===== src/hdl/mmu_config.svh =====
`ifndef MMU_CONFIG_SVH
`define MMU_CONFIG_SVH

// --------------------
// on-chip memory
// --------------------

// depth in 32-bit words, 16 KiB in total
`define MEM_WORDS 4096

// word index width, log2 of MEM_WORDS
`define MEM_AW 12

// --------------------
// translation
// --------------------

// ppn of the root page table used by the stimulus
`define MMU_PT_ROOT 20'h00001

// address driven when no lookup is in progress
`define MMU_FILLER_ADDR 32'hdeadbeef

`endif


===== src/hdl/mmu_pkg.sv =====
package mmu_pkg;

	// --------------------
	// widths with a meaning
	// --------------------
	typedef logic [31:0] addr_t;
	typedef logic [31:0] data_t;
	typedef logic [3:0] strb_t;
	typedef logic [19:0] ppn_t;
	typedef logic [9:0] vpn_t;
	typedef logic [1:0] resp_t;

	// walker states
	typedef enum logic [3:0] {
		IDLE, BARE_RD, BARE_WR,
		PTE1_REQ, PTE1_WAIT, PTE2_REQ, PTE2_WAIT,
		ACC_RD_REQ, ACC_RD_WAIT,
		ACC_AW_W, ACC_AW, ACC_W, ACC_B_WAIT,
		RD_DONE, WR_DONE
	} walk_state_t;

	// --------------------
	// axi-lite channels
	// --------------------
	typedef struct packed {
		addr_t araddr;
		logic [2:0] arsize;
		logic [7:0] arlen;
		logic [1:0] arburst;
		data_t satp;
	} ar_req_t;

	typedef struct packed {
		addr_t awaddr;
		data_t satp;
	} aw_req_t;

	typedef struct packed {
		data_t wdata;
		strb_t wstrb;
	} w_req_t;

	typedef struct packed {
		data_t rdata;
		resp_t rresp;
		logic rlast;
	} r_rsp_t;

	// memory-side request formed by the walker
	typedef struct packed {
		addr_t araddr;
		logic [2:0] arsize;
		addr_t awaddr;
	} walk_req_t;

endpackage


===== src/hdl/mmu_route.sv =====
`timescale 1ns/1ps

module mmu_route import mmu_pkg::*; (
	input logic bare,
	// cpu side requests
	input ar_req_t cpu_ar,
	input logic cpu_arvalid,
	input logic cpu_rready,
	input aw_req_t cpu_aw,
	input logic cpu_awvalid,
	input w_req_t cpu_w,
	input logic cpu_wvalid,
	input logic cpu_bready,
	// walker
	input walk_req_t walk_req,
	input logic walk_arvalid,
	input logic walk_rready,
	input logic walk_awvalid,
	input logic walk_wvalid,
	input logic walk_bready,
	input logic walk_arready,
	input logic walk_rvalid,
	input logic walk_awready,
	input logic walk_wready,
	input logic walk_bvalid,
	// memory side responses
	input logic mem_arready,
	input r_rsp_t mem_r,
	input logic mem_rvalid,
	input logic mem_awready,
	input logic mem_wready,
	input resp_t mem_bresp,
	input logic mem_bvalid,
	// memory side requests
	output ar_req_t mem_ar,
	output logic mem_arvalid,
	output logic mem_rready,
	output aw_req_t mem_aw,
	output logic mem_awvalid,
	output w_req_t mem_w,
	output logic mem_wvalid,
	output logic mem_bready,
	// cpu side responses
	output logic cpu_arready,
	output r_rsp_t cpu_r,
	output logic cpu_rvalid,
	output logic cpu_awready,
	output logic cpu_wready,
	output resp_t cpu_bresp,
	output logic cpu_bvalid
);

	// --------------------
	// towards memory
	// --------------------

	// burst fields and satp always follow the cpu
	always_comb begin
		mem_ar = cpu_ar;
		mem_aw = cpu_aw;
		if (!bare) begin
			mem_ar.araddr = walk_req.araddr;
			mem_ar.arsize = walk_req.arsize;
			mem_aw.awaddr = walk_req.awaddr;
		end
	end

	assign mem_w = cpu_w;
	assign mem_arvalid = bare ? cpu_arvalid : walk_arvalid;
	assign mem_rready = bare ? cpu_rready : walk_rready;
	assign mem_awvalid = bare ? cpu_awvalid : walk_awvalid;
	assign mem_wvalid = bare ? cpu_wvalid : walk_wvalid;
	assign mem_bready = bare ? cpu_bready : walk_bready;

	// --------------------
	// towards cpu
	// --------------------
	assign cpu_r = mem_r;
	assign cpu_bresp = mem_bresp;
	assign cpu_arready = bare ? mem_arready : walk_arready;
	assign cpu_rvalid = bare ? mem_rvalid : walk_rvalid;
	assign cpu_awready = bare ? mem_awready : walk_awready;
	assign cpu_wready = bare ? mem_wready : walk_wready;
	assign cpu_bvalid = bare ? mem_bvalid : walk_bvalid;

endmodule


===== config.mk =====
export PLATFORM = sky130hd
export DESIGN_NAME = mmu_route
export DESIGN_NICKNAME = d
export VERILOG_FILES = /design/src/hdl/mmu_config.svh /design/src/hdl/mmu_pkg.sv /design/src/hdl/mmu_route.sv
export SDC_FILE = /design/constraint.sdc
export NUM_CORES = 1
export LEC_CHECK = 0
export ABC_AREA = 1
export BUFFER_PORTS_ARGS = -buffer_cell sky130_fd_sc_hd__buf_2
export CORE_AREA = 8 8 200 202
export DETAILED_ROUTE_END_ITERATION = 10
export DIE_AREA = 0 0 208 210
export PLACE_DENSITY_LB_ADDON = 0.3
export SYNTH_ARGS = -nofsm -noshare
export SYNTH_HDL_FRONTEND = slang
export SYNTH_SLANG_ARGS = --single-unit
export TNS_END_PERCENT = 10

===== constraint.sdc =====
create_clock -name vclk -period 2.28
set_clock_uncertainty 0.2 [all_clocks]
set_input_delay 0.684 -clock vclk [all_inputs]
set_output_delay 0.684 -clock vclk [all_outputs]
set_load 0.01 [all_outputs]

* Yosys cells after proc, flatten, opt, wreduce, memory -nomap -nowiden *
Cells that the tools add are included.

storage, ports and cells
  word-level logic and storage cells = 12
  register bits after elaboration = 0
  input port bits = 302

cells by class
  multiplexer cells = 12

operators by type and width
  cell                count
  35-bit two-way mux  1
  32-bit two-way mux  1
  1-bit two-way mux   10

* Logic depth before layout (Yosys ltp) *
  word-level depth = 1
  gate-level depth with buffers = 6
  depth with buffers taken out = 3

* Worst setup path after synthesis *
No wires, ideal clock.

  path type = input -> output
  start = input port bare
  end = output port mem_aw[32] (netlist name)
  stages = 6
  setup slack = 0.142 ns
  arrival time = 1.254 ns
  cells stage by stage = buf_4 > inv_4 > buf_6 > buf_6 > nand2_1 > nand2_1

RTL lines
  what         RTL line         RTL
  from (decl)  mmu_route.sv:4   input logic bare,
  to (decl)    mmu_route.sv:38  output aw_req_t mem_aw,

==> flow_summary.ini <==
[cells_and_area]
nClkBuffers = 0
nNetsFinal = 777
layout_common_cells = nand2_1 (229), buf_2 (228), buf_12 (6)
regArea_um2 = 0
syn_to_final_growth_pct = 37.52
multiInputGateArea_um2 = 872.1
final_common_cell = nand2_1
seq_cells = 0
fin_cells = 948
nFillCells = 4430
drive_above_1_share_pct = 51.59

[logic_synthesis]
ys_warn_count = 0
seq_area_frac_synth_pct = 0
ys_types = 5
syn_inst = 396
synth_nets = 698
synthTopCellsByArea = buf_4 (54%), nand2_1 (41%), buf_6 (2.7%)
avgSynthCellArea_um2 = 5.305
syn-cell-area_mm2 = 0.002101
yosys.area.top_type = buf_4
yosysTopAreaCellShare_pct = 53.60

[global_routing]
grt_max_degree = 40
first_global_vias = 2659
grt_util_met2_pct = 8.408
grt-busiest-layer = met2
grt_pass1_wl_um = 17280
antenna_found_initial = 2
grtUsageMet1_pct = 4.631
gr-total-overflow = 0
track_usage_pct = 5.198
met3_usage_pct = 3.000

[worst_hold_path]
min_path_cells = 0
hp-start = mem_r[0]
hp-class = in -> out
holdPathEnd = cpu_r[0]

[sta]
setup_viol = 0
max_freq_mhz = 441.5
rsz0062_at_grt = true
tightestPinTransition_ns = 0.1826
period_share_pct = 99.34
slew_headroom_pct = 87.83
final-hold-violation-count = 0
finalMaxSlewViolations = 0
layout_min_cycle_time_ns = 2.265

[critical_path]
path_class = in -> out
endpoint_kind = primary output
cp.arrival_ns = 1.38
crit_start = bare
cp_max_fo = 23
path_buf_inv = 4
worstPathRequired_ns = 1.40
cp_top_family = buffers and inverters
cpPeakStageDelay_ns = 0.17
crit_chain = buf_12 > inv_16 > buf_12 > nand2_1 > nand2_1 > buf_2
start_kind = input pin
cp_slowest_cell = buf_12

[die]
dieArea_mm2 = 0.04368
start_util_pct = 5.685
core_area_mm2 = 0.03696
boundaryPins = 526
die_w_um = 208
rows = 71
die_h_um = 210

[power]
power_mw = 0.5187
leakagePower_nw = 1.724
ir_drop_mv = 0.09605
power.density_mw_per_mm2 = 179.5

[placed_design]
place.gp.congestion = 0.7410
hpwl_um = 10450
io_buffers = 232
dp.cells = 942

[detailed_routing]
drt-pass1-iter-count = 4
vias = 2488
drt_iter0_drc = 72
wl_per_cell_um = 13.64
antenna_left = 0
wl_um = 12930
via_per_inst = 2.624
drc = 0

[run]
drv_cap = 0

[clocking]
ctsHoldBuffers = 0

[status]
outcome = complete, no violations
[power breakdown]
| part | leakage, nW | internal, mW | switching (mW) |
|---|---|---|---|
| sequential | 0 | 0 | 0 |
| clock | 0.00000634 | 0.0000000586 | 0 |
| combinational | 1.72 | 0.255 | 0.264 |
| total | 1.72 | 0.255 | 0.264 |
[cells by family (layout without fill, tap and decap cells)]
family | after synthesis | after routing | synth area share [%]
buffers and inverters | 165 | 242 | 58.73
other | 0 | 1 | 0
AND/OR/NAND/NOR | 231 | 231 | 41.27
[per-layer routing]
metal / part of all wire, % / up-vias
met5: 0 / -
met4: 9.2 / 0
met3: 15 / 98
met2: 44 / 271
met1: 31 / 940
li1: - / 1179
[worst max path at each step]
stage            endpoint  cells past startpoint
4_1_cts        mem_ar[72]                      6
6_report       mem_aw[45]                      6
2_1_floorplan  mem_aw[32]                      6
5_1_grt        mem_aw[45]                      6
3_3_place_gp   mem_aw[34]                      6
3_5_place_dp   mem_aw[45]                      6
[layout make-up]
type / instances / area share (%)
inverters: 1 / 0.6929
multi-input cells: 231 / 30.19
repair buffers: 241 / 48.51
diodes: 1 / 0.08662
well taps: 474 / 20.53
[stage by stage]
stage          worst slack, ns  hold slack (ns)  instance area, µm²  TNS (ns)  utilization (%)
6_report               0.01499            1.168                2889         0            7.818
4_1_cts               -0.04834            1.168                2868   -0.8673            7.760
2_1_floorplan           0.1425            1.260                2101         0                -
3_3_place_gp          -0.09478            1.168                2710   -0.4278            7.333
5_1_grt               -0.07086            1.168                2889   -0.5865            7.818
3_5_place_dp          -0.08419            1.168                2710    -1.036            7.333
[synthesized netlist by cell type]
cell     instances
buf_2            9
buf_4          150
buf_6            5
inv_4            1
nand2_1        231
[repair_timing]
item | in CTS | in global routing
pin swaps | 1 | 0
endpoints found under the setup margin | 50 | 53
gates cloned | 4 | 0
buffers inserted | 0 | 2
gates resized for setup | 11 | 6
(Power assumes the default switching activity.)
