<file path="src/hdl/mmu_config.svh">
`ifndef MMU_CONFIG_SVH
`define MMU_CONFIG_SVH

// --------------------
// on-chip memory
// --------------------

// depth in 32-bit words, 16 KiB in total
`define MEM_WORDS 4096

// word index width, log2 of MEM_WORDS
`define MEM_AW 12

// --------------------
// translation
// --------------------

// ppn of the root page table used by the stimulus
`define MMU_PT_ROOT 20'h00001

// address driven when no lookup is in progress
`define MMU_FILLER_ADDR 32'hdeadbeef

`endif

</file>
<file path="src/hdl/mmu_pkg.sv">
package mmu_pkg;

	// --------------------
	// widths with a meaning
	// --------------------
	typedef logic [31:0] addr_t;
	typedef logic [31:0] data_t;
	typedef logic [3:0] strb_t;
	typedef logic [19:0] ppn_t;
	typedef logic [9:0] vpn_t;
	typedef logic [1:0] resp_t;

	// walker states
	typedef enum logic [3:0] {
		IDLE, BARE_RD, BARE_WR,
		PTE1_REQ, PTE1_WAIT, PTE2_REQ, PTE2_WAIT,
		ACC_RD_REQ, ACC_RD_WAIT,
		ACC_AW_W, ACC_AW, ACC_W, ACC_B_WAIT,
		RD_DONE, WR_DONE
	} walk_state_t;

	// --------------------
	// axi-lite channels
	// --------------------
	typedef struct packed {
		addr_t araddr;
		logic [2:0] arsize;
		logic [7:0] arlen;
		logic [1:0] arburst;
		data_t satp;
	} ar_req_t;

	typedef struct packed {
		addr_t awaddr;
		data_t satp;
	} aw_req_t;

	typedef struct packed {
		data_t wdata;
		strb_t wstrb;
	} w_req_t;

	typedef struct packed {
		data_t rdata;
		resp_t rresp;
		logic rlast;
	} r_rsp_t;

	// memory-side request formed by the walker
	typedef struct packed {
		addr_t araddr;
		logic [2:0] arsize;
		addr_t awaddr;
	} walk_req_t;

endpackage

</file>
<file path="src/hdl/mmu_walker.sv">
`timescale 1ns/1ps
`include "mmu_config.svh"

module mmu_walker import mmu_pkg::*; (
	input logic clk,
	input logic rst,
	input ar_req_t cpu_ar,
	input logic cpu_arvalid,
	input aw_req_t cpu_aw,
	input logic cpu_awvalid,
	input logic cpu_wvalid,
	input logic cpu_rready,
	input logic cpu_bready,
	input logic mem_arready,
	input logic mem_rvalid,
	input data_t mem_rdata,
	input logic mem_awready,
	input logic mem_wready,
	input logic mem_bvalid,
	output logic bare,
	output walk_req_t walk_req,
	output logic mem_arvalid,
	output logic mem_rready,
	output logic mem_awvalid,
	output logic mem_wvalid,
	output logic mem_bready,
	output logic cpu_arready,
	output logic cpu_rvalid,
	output logic cpu_awready,
	output logic cpu_wready,
	output logic cpu_bvalid
);

	walk_state_t state, state_nxt;
	logic wr_q;
	data_t satp_q;
	data_t pte1_q;
	data_t pte2_q;
	logic wr_pair;
	addr_t va;
	vpn_t vpn1, vpn0;
	addr_t pte1_addr, pte2_addr, paddr;

	assign wr_pair = cpu_awvalid && cpu_wvalid;

	// --------------------
	// address formation
	// --------------------
	assign va = wr_q ? cpu_aw.awaddr : cpu_ar.araddr;
	assign vpn1 = va[31:22];
	assign vpn0 = va[21:12];
	assign pte1_addr = {ppn_t'(satp_q[19:0]), vpn1, 2'b00};
	assign pte2_addr = {ppn_t'(pte1_q[29:10]), vpn0, 2'b00};
	assign paddr = {ppn_t'(pte2_q[29:10]), va[11:0]};

	always_comb begin
		walk_req.araddr = `MMU_FILLER_ADDR;
		walk_req.awaddr = `MMU_FILLER_ADDR;
		// walk reads are always word-sized
		walk_req.arsize = 3'b010;
		case (state)
			PTE1_REQ, PTE1_WAIT: walk_req.araddr = pte1_addr;
			PTE2_REQ, PTE2_WAIT: walk_req.araddr = pte2_addr;
			ACC_RD_REQ, ACC_RD_WAIT: begin
				walk_req.araddr = paddr;
				walk_req.arsize = cpu_ar.arsize;
			end
			ACC_AW_W, ACC_AW, ACC_W, ACC_B_WAIT: walk_req.awaddr = paddr;
			default: ;
		endcase
	end

	// mode follows the pending request while idle
	always_comb begin
		case (state)
			IDLE: begin
				if (wr_pair) bare = !cpu_aw.satp[31];
				else if (cpu_arvalid) bare = !cpu_ar.satp[31];
				else bare = 1'b1;
			end
			BARE_RD, BARE_WR: bare = 1'b1;
			default: bare = 1'b0;
		endcase
	end

	// --------------------
	// strobes
	// --------------------
	assign mem_arvalid = state == PTE1_REQ || state == PTE2_REQ || state == ACC_RD_REQ;
	assign mem_rready = state == PTE1_WAIT || state == PTE2_WAIT || state == ACC_RD_WAIT;
	assign mem_awvalid = state == ACC_AW_W || state == ACC_AW;
	assign mem_wvalid = state == ACC_AW_W || state == ACC_W;
	assign mem_bready = state == ACC_B_WAIT;
	assign cpu_arready = state == RD_DONE;
	assign cpu_rvalid = state == RD_DONE;
	assign cpu_awready = state == WR_DONE;
	assign cpu_wready = state == WR_DONE;
	assign cpu_bvalid = state == WR_DONE;

	// --------------------
	// next state
	// --------------------
	always_comb begin
		state_nxt = state;
		case (state)
			IDLE: begin
				// write pair wins over a read
				if (wr_pair) begin
					if (cpu_aw.satp[31]) state_nxt = PTE1_REQ;
					else if (mem_awready && mem_wready) state_nxt = BARE_WR;
				end else if (cpu_arvalid) begin
					if (cpu_ar.satp[31]) state_nxt = PTE1_REQ;
					else if (mem_arready) state_nxt = BARE_RD;
				end
			end
			BARE_RD: if (mem_rvalid && cpu_rready) state_nxt = IDLE;
			BARE_WR: if (mem_bvalid && cpu_bready) state_nxt = IDLE;
			PTE1_REQ: if (mem_arready) state_nxt = PTE1_WAIT;
			PTE1_WAIT: if (mem_rvalid) state_nxt = PTE2_REQ;
			PTE2_REQ: if (mem_arready) state_nxt = PTE2_WAIT;
			PTE2_WAIT: if (mem_rvalid) state_nxt = wr_q ? ACC_AW_W : ACC_RD_REQ;
			ACC_RD_REQ: if (mem_arready) state_nxt = ACC_RD_WAIT;
			ACC_RD_WAIT: if (mem_rvalid) state_nxt = RD_DONE;
			ACC_AW_W: begin
				if (mem_awready && mem_wready) state_nxt = ACC_B_WAIT;
				else if (mem_awready) state_nxt = ACC_W;
				else if (mem_wready) state_nxt = ACC_AW;
			end
			ACC_AW: if (mem_awready) state_nxt = ACC_B_WAIT;
			ACC_W: if (mem_wready) state_nxt = ACC_B_WAIT;
			ACC_B_WAIT: if (mem_bvalid) state_nxt = WR_DONE;
			RD_DONE: if (cpu_rready) state_nxt = IDLE;
			WR_DONE: if (cpu_bready) state_nxt = IDLE;
			default: state_nxt = IDLE;
		endcase
	end

	always_ff @(posedge clk) begin
		if (rst) begin
			state <= IDLE;
			wr_q <= 1'b0;
		end else begin
			state <= state_nxt;
			if (state == IDLE && state_nxt == PTE1_REQ) wr_q <= wr_pair;
		end
	end

	// latched satp and ptes
	always_ff @(posedge clk) begin
		if (state == IDLE && state_nxt == PTE1_REQ) begin
			satp_q <= wr_pair ? cpu_aw.satp : cpu_ar.satp;
		end
		if (state == PTE1_WAIT && mem_rvalid) pte1_q <= mem_rdata;
		if (state == PTE2_WAIT && mem_rvalid) pte2_q <= mem_rdata;
	end

endmodule

</file>
<file path="config.mk">
export PLATFORM = sky130hd
export DESIGN_NAME = mmu_walker
export DESIGN_NICKNAME = d
export VERILOG_FILES = /design/src/hdl/mmu_pkg.sv /design/src/hdl/mmu_walker.sv
export VERILOG_INCLUDE_DIRS = /design/src /design/src/hdl
export SDC_FILE = /design/constraint.sdc
export NUM_CORES = 1
export LEC_CHECK = 0
export BUFFER_PORTS_ARGS = -buffer_cell sky130_fd_sc_hd__buf_4
export CAP_MARGIN = 20
export CORE_AREA = 2 2 101 103
export DETAILED_ROUTE_END_ITERATION = 10
export DIE_AREA = 0 0 103 105
export GPL_ROUTABILITY_DRIVEN = 0
export GPL_TIMING_DRIVEN = 0
export HOLD_SLACK_MARGIN = 0.02
export PLACE_DENSITY = 0.81
export SKIP_CTS_REPAIR_TIMING = 1
export SYNTH_ARGS = -nofsm -noshare
export SYNTH_HDL_FRONTEND = slang
export SYNTH_SLANG_ARGS = --single-unit
</file>
<file path="constraint.sdc">
create_clock -name clk -period 6.39 [get_ports clk]
set_clock_uncertainty 0.1 [all_clocks]
set_input_delay 0.639 -clock clk [delete_from_list [all_inputs] [get_ports clk]]
set_output_delay 0.639 -clock clk [all_outputs]
set_load 0.01 [all_outputs]
</file>
# Word-level counts from Yosys, hierarchy flattened
# Cells that the tools add are included.
word_totals:
  word_cells: 73
  mem_count: 0
  ff_bits: 85
  romBits: 0
  latch_bits: 0
  ram_bits: 0
classes:
  bitwise: 0
  mux: 32
  reduce_logical: 21
  multipliers: 0
  addsub: 0
  n_lt_le_gt_ge: 0
  shift: 0
  div: 0
  n_eq_ne: 15
ops:
  columns: ["operator", "count"]
  rows:
  - ["$pmux W32 S3", 1]
  - ["$mux W4", 23]
  - ["$mux W32", 2]
  - ["$pmux W4 S15", 1]
  - ["$eq A4 B4 Y1 const B", 7]
  - ["$mux W20", 1]
  - ["$eq A4 B3 Y1 const B", 4]
  - ["$eq A4 B2 Y1 const B", 3]
  - ["$reduce_or A2 Y1", 4]
  - ["$logic_and A1 B1 Y1", 7]
  - ["$logic_or A1 B1 Y1", 6]
  - ["$eq A4 B1 Y1 const B", 1]
  - ["$logic_not A4 Y1", 1]
  - ["$reduce_or A4 Y1", 1]
  - ["$mux W3", 1]
  - ["$logic_not A1 Y1", 2]
  - ["$mux W1", 2]
  - ["$pmux W1 S2", 1]

# Longest topological paths before layout
# Gate-level depths: netlist of the first run.
logic_depth:
  ltp_word: 7
  mapped_depth: 8
  mapped_depth_nobuf: 5

# Worst setup path before layout of the first run
# OpenSTA, ideal clock, no wires.
synth_path:
  path_type: "reg2reg"
  startpoint: "register state[1]"
  endpoint: "register pte2_q[10], enable pin"
  path_stages_with_launch: 4
  synth_period_minus_slack_ns: 2.655
  path_slack_ns: 3.735
  path_buffers: 1
  setup_time_ns: 0.422
  arrival_time_ns: 2.133
  cell_sequence: "dfxtp_1 > buf_2 > nand2b_1 > nor3_1"
synth_between:
  elab_chain_len: 2
synth_lines:
  columns: ["item", "line_no", "source"]
  rows:
  - ["start, declared", "mmu_walker.sv:34", "walk_state_t state, state_nxt;"]
  - ["start signal, assigned", "mmu_walker.sv:143", "state <= state_nxt;"]
  - ["$eq A4 B3 Y1", "mmu_walker.sv:154", "if (state == PTE2_WAIT && mem_rvalid) pte2_q <= mem_rdata;"]
  - ["$logic_and A1 B1 Y1", "mmu_walker.sv:154", null]
  - ["end signal, assigned", "mmu_walker.sv:154", null]
  - ["end, declared", "mmu_walker.sv:38", "data_t pte2_q;"]
# Every way passes these cells.
# A chain may end at the register's enable or synchronous reset.

==> out/metrics.cfg, run 1 <==
[sta]
relSlewSlack_pct = 51.6
min_period_over_period_pct = 51.4
tns_ns = 0
maxSlewViolCount = 0
worst_slack_ns = 3.10
tightestPinTransition_ns = 0.726
layout_min_cycle_time_ns = 3.29
setup_violations = 0
grt_setup_unrepaired = false
fmax_mhz = 304
whs_ns = 0.357
hold_viol_final = 0

[logic_synthesis]
syn_nets = 540
syn_inst = 355
synth_top_area_share_pct = 46.0
synth_edf_count = 60
async_reset_ff_share_pct = 0
ys_top_cells_by_area = edfxtp_1 (46%), mux2_2 (8.9%), mux2i_1 (5.6%)
yosysSeqAreaShare_pct = 48.5
synth_seq_cells = 65
synth_flop_cell = edfxtp_1
yosys_warnings = 0
synth_cell_type_count = 49
synth_largest_area_cell = edfxtp_1
syn_avg_cell_area_um2 = 11.0
syn_area_um2 = 3920

[die]
num_rows = 36
die_h_um = 105
core_um2 = 9640
initial_utilization_pct = 40.6
dieWidth_um = 103
die-area_um2 = 10800
num_io_pins = 263

[critical_path]
reg2reg_slack_ns = 3.93
arrival_ns = 2.55
cp_data_required_time_ns = 5.65
cp-endpoint = walk_req[10]
r2r_start = state[0]
r2r_end = satp_q[13]
crit_type = register to output pin
cp-startpoint = state[0]
start_kind = register
endpoint_kind = output pin
cp_max_fo = 10
reg2reg_depth = 6

[final_layout]
area_delta_synth_final_pct = 52.9
antennaDiodeCount = 0
layout-drive-gt1-share_pct = 53.9
register_area_um2 = 1900
fin_cells = 727
nets = 774
fillers = 791
postLayoutCoreUtil_pct = 62.1
multi_input_area_um2 = 1820
final_common_cell = buf_4
design_area_um2 = 5990
mostFrequentLayoutCells = buf_4 (224), edfxtp_1 (60), mux2_2 (31), nand2_1 (25), mux2i_1 (22)

[route]
vias_per_cell = 5.43
drt_iter0_drc = 276
route.vias.total = 3948
ant_nets = 0
routed_wl_um = 13600
avgRoutedWirePerCell_um = 18.7
drt_first_pass_iters = 5
drc = 0

[min_path]
hold_path_class = primary input to register

[power]
finalPower_mw = 1.11
p_per_area_nw_per_um2 = 185
peakVddDrop_v = 0.000137
power_leakage_nw = 2.47

[clock_network]
numCtsBuffers = 9
clk_pin_slew_worst_paths_ns = 0.08
clockBufferDepth = 2
htree_levels = 3
cts_tree = built
clock_latency_ns = 0.35
clkSinkCount = 65
cts_root_buf = clkbuf_8

[global_routing]
grt_pass1_wl_um = 20000
grt_start_max_net_pins = 14
antenna_found_initial = 0
grt_overflow = 0
track_usage_pct = 24.4
grt_pass1_vias = 3937

[placement]
place_ws_ns = 3.46
dp.cells = 711
place_area_um2 = 5790
hpwl_um = 10600
place.port_buffers = 218

[status]
status = complete, no violations

[job]
cap_violations = 0

## routing by layer
layer / track usage [%] / part of all wire (%)
met1: 27.4 / 36
met2: 44.1 / 51
met3: 5.02 / 9.8
met4: 9.96 / 2.9
met5: 0 / 0
## logic make-up (layout without fill, tap and decap cells)
logic type             after synthesis  after routing  share of synthesized area [%]
multiplexers                        53             53                           14.5
buffers and inverters               40            279                           5.24
XOR/XNOR                             3              3                          0.863
AND/OR/NAND/NOR                    116            116                           15.9
flip-flops                          65             65                           48.5
AO/OA/AOI/OAI                       78             78                           14.9
## power by group
part	switching [mW]	internal, mW	total, mW	leakage, nW
sequential	0.00471	0.479	0.484	0.583
clock	0.168	0.180	0.348	0.103
combinational	0.136	0.141	0.277	1.79
## final cells by class
type	instances	share of cell area (%)
sequential	65	31.8
multi-input combinational	250	30.4
timing repair buffer	223	28.3
buffer	32	2.93
tap	133	2.78
clock buffer	9	2.07
clock inverter	7	1.19
inverter	8	0.501
## synthesized netlist by cell type, drive strengths merged, types with 3 or more instances
cell type / n
buf: 23
a31oi: 5
dfxtp: 5
clkbuf: 9
inv: 8
and3: 6
nor3: 3
nor2: 20
mux2: 31
nand2b: 19
a21oi: 17
o21ai: 9
a222oi: 20
nor2b: 5
mux2i: 22
and2: 4
nand3: 6
edfxtp: 60
o22ai: 9
nand2: 45
## flip-flops by register name (all words and copies together) (netlist names)
register / count
pte1_q: 20
pte2_q: 20
satp_q: 20
state: 4
wr_q: 1
## worst min path at each step
stage,startpoint,to,slack (ns),depth (start not counted)
floorplan,state[3],state[3],0.51,3
global placement,state[3],state[3],0.60,3
detailed placement,state[3],state[3],0.62,3
CTS,rst,state[3],0.34,2
global route,rst,state[3],0.35,2
finish,rst,state[3],0.36,2
## worst max-delay path, cell delays in order, from the launching register on
cell,delay (ns)
dfxtp_1,0.37
buf_4,0.19
nor2_4,0.07
xnor2_2,0.40
and2_1,0.38
buf_2,0.32
buf_4,0.23
nand2_1,0.08
buf_4,0.15
Power figures use the tool's default switching activity.
==> run 2: changes to the inputs <==
--- a/config.mk
+++ b/config.mk
@@ -6,15 +6,17 @@
 export SDC_FILE = /design/constraint.sdc
 export NUM_CORES = 1
 export LEC_CHECK = 0
+export ABC_AREA = 1
 export BUFFER_PORTS_ARGS = -buffer_cell sky130_fd_sc_hd__buf_4
 export CAP_MARGIN = 20
-export CORE_AREA = 2 2 101 103
+export CORE_ASPECT_RATIO = 1.25
+export CORE_MARGIN = 2
+export CORE_UTILIZATION = 39
 export DETAILED_ROUTE_END_ITERATION = 10
-export DIE_AREA = 0 0 103 105
 export GPL_ROUTABILITY_DRIVEN = 0
 export GPL_TIMING_DRIVEN = 0
 export HOLD_SLACK_MARGIN = 0.02
-export PLACE_DENSITY = 0.81
+export PLACE_DENSITY = 0.8
 export SKIP_CTS_REPAIR_TIMING = 1
 export SYNTH_ARGS = -nofsm -noshare
 export SYNTH_HDL_FRONTEND = slang
==> constraint.sdc (replaced) <==
create_clock -name clk -period 2.7 [get_ports clk]
set_clock_uncertainty 0.1 [all_clocks]
set_input_delay 0.27 -clock clk [delete_from_list [all_inputs] [get_ports clk]]
set_output_delay 0.27 -clock clk [all_outputs]
set_load 0.01 [all_outputs]
==> run 2 against run 1 <==
Non-clock buffer count down 7. Synthesized cell count is 45% higher. Power increased to 3.3 times the previous value. Worst hold slack lost 0.33 ns. Combinational power increased to 4.0 times the previous value. Via count increased by 16%.
==> out/metrics.cfg, run 2 <==
[status]
status = complete, no violations  ; unchanged

[power]
p_sw_share_pct = 30.3  ; was 27.8%
cellInternalPower_mw = 2.58  ; was 0.801 mW
peakVddDrop_v = 0.000488  ; was 0.000137 V
pwr-share-comb_pct = 30.3  ; was 25.0%
power_leakage_nw = 2.94  ; was 2.47 nW
p_seq_share_pct = 33.3  ; was 43.7%
finalPower_mw = 3.70  ; was 1.11 mW
p_switching_mw = 1.12  ; was 0.308 mW
p_per_area_nw_per_um2 = 583  ; was 185 nW/um2
pwr-share-clk_pct = 36.4  ; was 31.4%

[clock_network]
cts_tree = built  ; unchanged
clkSinkCount = 65  ; unchanged
cts_root_buf = clkbuf_16  ; was clkbuf_8
clk_pin_slew_worst_paths_ns = 0.06  ; was 0.08 ns
numCtsBuffers = 9  ; unchanged
htree_levels = 3  ; unchanged
clockBufferDepth = 2  ; unchanged
clock_latency_ns = 0.32  ; was 0.35 ns

[route]
drt_first_pass_iters = 6  ; was 5
vias_per_cell = 5.16  ; was 5.43
route.vias.total = 4567  ; was 3948
avgRoutedWirePerCell_um = 16.7  ; was 18.7 um
drt_iter0_drc = 365  ; was 276
routed_wl_um = 14700  ; was 13600 um
drc = 0  ; unchanged
ant_nets = 0  ; unchanged

[logic_synthesis]
yosys-top-cells-count = nand2_1 (229), edfxtp_1 (60), inv_1 (40)  ; was edfxtp_1 (60), mux2_2 (31), nand2_1 (25)
syn_area_um2 = 4130  ; was 3920 um2
synthMuxAreaShare_pct = 2.42  ; was 14.5%
synth_top_family_by_area = simple AND/OR/NAND/NOR gates  ; unchanged
synth_cell_type_count = 36  ; was 49
synthAdderAreaFrac_pct = 0  ; unchanged
synth_flop_cell = edfxtp_1  ; unchanged
yosys_warnings = 0  ; unchanged
syn_inst = 516  ; was 355
yosysSeqAreaShare_pct = 46.0  ; was 48.5%
ys_top_cells_by_area = edfxtp_1 (44%), nand2_1 (21%), o2111ai_1 (4.5%)  ; was edfxtp_1 (46%), mux2_2 (8.9%), mux2i_1 (5.6%)
syn_nets = 701  ; was 540
synth-simple-area-share_pct = 33.0  ; was 15.9%
synth_top_area_share_pct = 43.6  ; was 46.0%
yosys.cell_count.top_type = nand2_1  ; was edfxtp_1
synth_edf_count = 60  ; unchanged
syn_avg_cell_area_um2 = 8.00  ; was 11.0 um2
synth_compound_area_share_pct = 8.94  ; was 14.9%
async_reset_ff_share_pct = 0  ; unchanged
synth_xor_area_share_pct = 0  ; was 0.862%
synth_largest_area_cell = edfxtp_1  ; unchanged
synth_seq_cells = 65  ; unchanged

[final_layout]
final_common_cell = nand2_1  ; was buf_4
fin_cells = 885  ; was 727
mostFrequentLayoutCells = nand2_1 (229), buf_4 (221), edfxtp_1 (60), inv_1 (39), nor2_1 (29)  ; was buf_4 (224), edfxtp_1 (60), mux2_2 (31), nand2_1 (25), mux2i_1 (22)
layout-drive-gt1-share_pct = 39.7  ; was 53.9%
antennaDiodeCount = 0  ; unchanged
area_delta_synth_final_pct = 53.5  ; was 52.9%
design_area_um2 = 6340  ; was 5990 um2
nets = 933  ; was 774
biggestRegsByFlops = pte1_q: 20 flops, pte2_q: 20 flops, satp_q: 20 flops  ; unchanged

[global_routing]
grt_pass1_vias = 4493  ; was 3937
grt_pass1_wl_um = 21900  ; was 20000 um
grt_start_max_net_pins = 21  ; was 14
track_usage_pct = 25.1  ; was 24.4%
antenna_found_initial = 0  ; unchanged
grt_overflow = 0  ; unchanged

[critical_path]
cpMostUsedCell = nand2_2  ; was buf_4
critPathBufInv = 4  ; unchanged
cp_data_required_time_ns = 2.33  ; was 5.65 ns
slowest_delay_ns = 0.49  ; was 0.40 ns
cp_max_fo = 10  ; unchanged
cp_cell_sequence = nand2_1 > inv_1 > nand2_2 > nand2_2 > inv_2 > nand3_4 > buf_6 > o2111ai_1 > buf_4  ; was buf_4 > nor2_4 > xnor2_2 > and2_1 > buf_2 > buf_4 > nand2_1 > buf_4
arrival_ns = 2.18  ; was 2.55 ns
critPathSlowestCell = dfxtp_1  ; was xnor2_2
start_kind = register  ; unchanged
crit_type = register to output pin  ; unchanged
cpLargestDelayFamily = buffers and inverters  ; unchanged
endpoint_kind = output pin  ; unchanged

[placement]
hpwl_um = 11400  ; was 10600 um
place.port_buffers = 218  ; unchanged
place_area_um2 = 5960  ; was 5790 um2
dp.cells = 867  ; was 711
place_ws_ns = -0.122  ; was 3.46 ns

[die]
die_h_um = 119  ; was 105 um
initial_utilization_pct = 39.5  ; was 40.6%
dieWidth_um = 96.0  ; was 103 um
core_um2 = 10500  ; was 9640 um2
die-area_um2 = 11400  ; was 10800 um2
num_rows = 42  ; was 36
num_io_pins = 263  ; unchanged

[sta]
setup_violations = 0  ; unchanged
hold_viol_final = 0  ; unchanged
worst_slack_ns = 0.146  ; was 3.10 ns
tightestPinTransition_ns = 0.937  ; was 0.726 ns
min_period_over_period_pct = 94.6
fmax_mhz = 392
maxSlewViolCount = 0  ; unchanged
layout_min_cycle_time_ns = 2.55
grt_setup_unrepaired = false  ; unchanged
relSlewSlack_pct = 37.5  ; was 51.6%
whs_ns = 0.0277  ; was 0.357 ns

[job]
cap_violations = 0  ; unchanged

[min_path]
hold_path_class = primary input to register  ; unchanged

[run 2: cell types whose count changed after synthesis, sizes merged, moves of 8 or more]
cell     before  now
o22ai         9    1
mux2i        22   10
inv           8   52
a21oi        17    8
nor2         20   43
a222oi       20    0
nand2b       19    0
nand2        45  242
mux2         31    0
o2111ai       1   21
[run 2: area by class of cell]
class,count,area (um2)
fill,887,4120
sequential,65,1900
multi-input combinational,371,1840
timing repair buffer,221,1680
clock buffer,9,225
inverter,53,205
buffer,27,195
tap,132,165
clock inverter,7,125
[run 2: path summary, 6_finish.rpt]
| kind | to | from | cells after the start | slack, ns |
|---|---|---|---|---|
| worst max-delay path | walk_req[44] | state[1] | 9 | 0.15 |
| worst min-delay path | pte1_q[14] | mem_rdata[14] | 1 | 0.03 |
| worst max register to register | satp_q[17] | state[1] | 8 | 0.31 |
| worst min register to register | state[2] | state[2] | 3 | 0.78 |
[run 2: power by group through the flow]
| stage | registers (mW) | logic [mW] | clock network (mW) |
|---|---|---|---|
| finish | 1.23 | 1.12 | 1.35 |
| global route | 1.24 | 1.22 | 1.40 |
| detailed placement | 1.25 | 1.10 | 0 |
| floorplan | 1.24 | 0.601 | 0 |
| CTS | 1.23 | 1.11 | 1.36 |
| global placement | 1.25 | 1.07 | 0 |
[run 2: cells by family after synthesis]
logic type,count (synthesis)
buffers and inverters,80
muxes,10
AOI/OAI and AO/OA,51
DFF,65
and+or+nand+nor,310
[run 2: metrics by stage]
stage | utilization, % | setup TNS, ns
final | 60.6 | 0
after global routing | 60.6 | 0
after CTS | 60.3 | -2.52
after detailed placement | 57.0 | -2.42
after global placement | 56.7 | -11.09
after floorplan | - | 0
[run 2: routing by layer]
layer / GRT usage (%) / up-vias / wire (um)
li1: - / 2148 / -
met1: 27.9 / 2092 / 5140
met2: 44.1 / 276 / 7520
met3: 6.20 / 51 / 1530
met4: 11.4 / 0 / 543
met5: 0 / - / 0
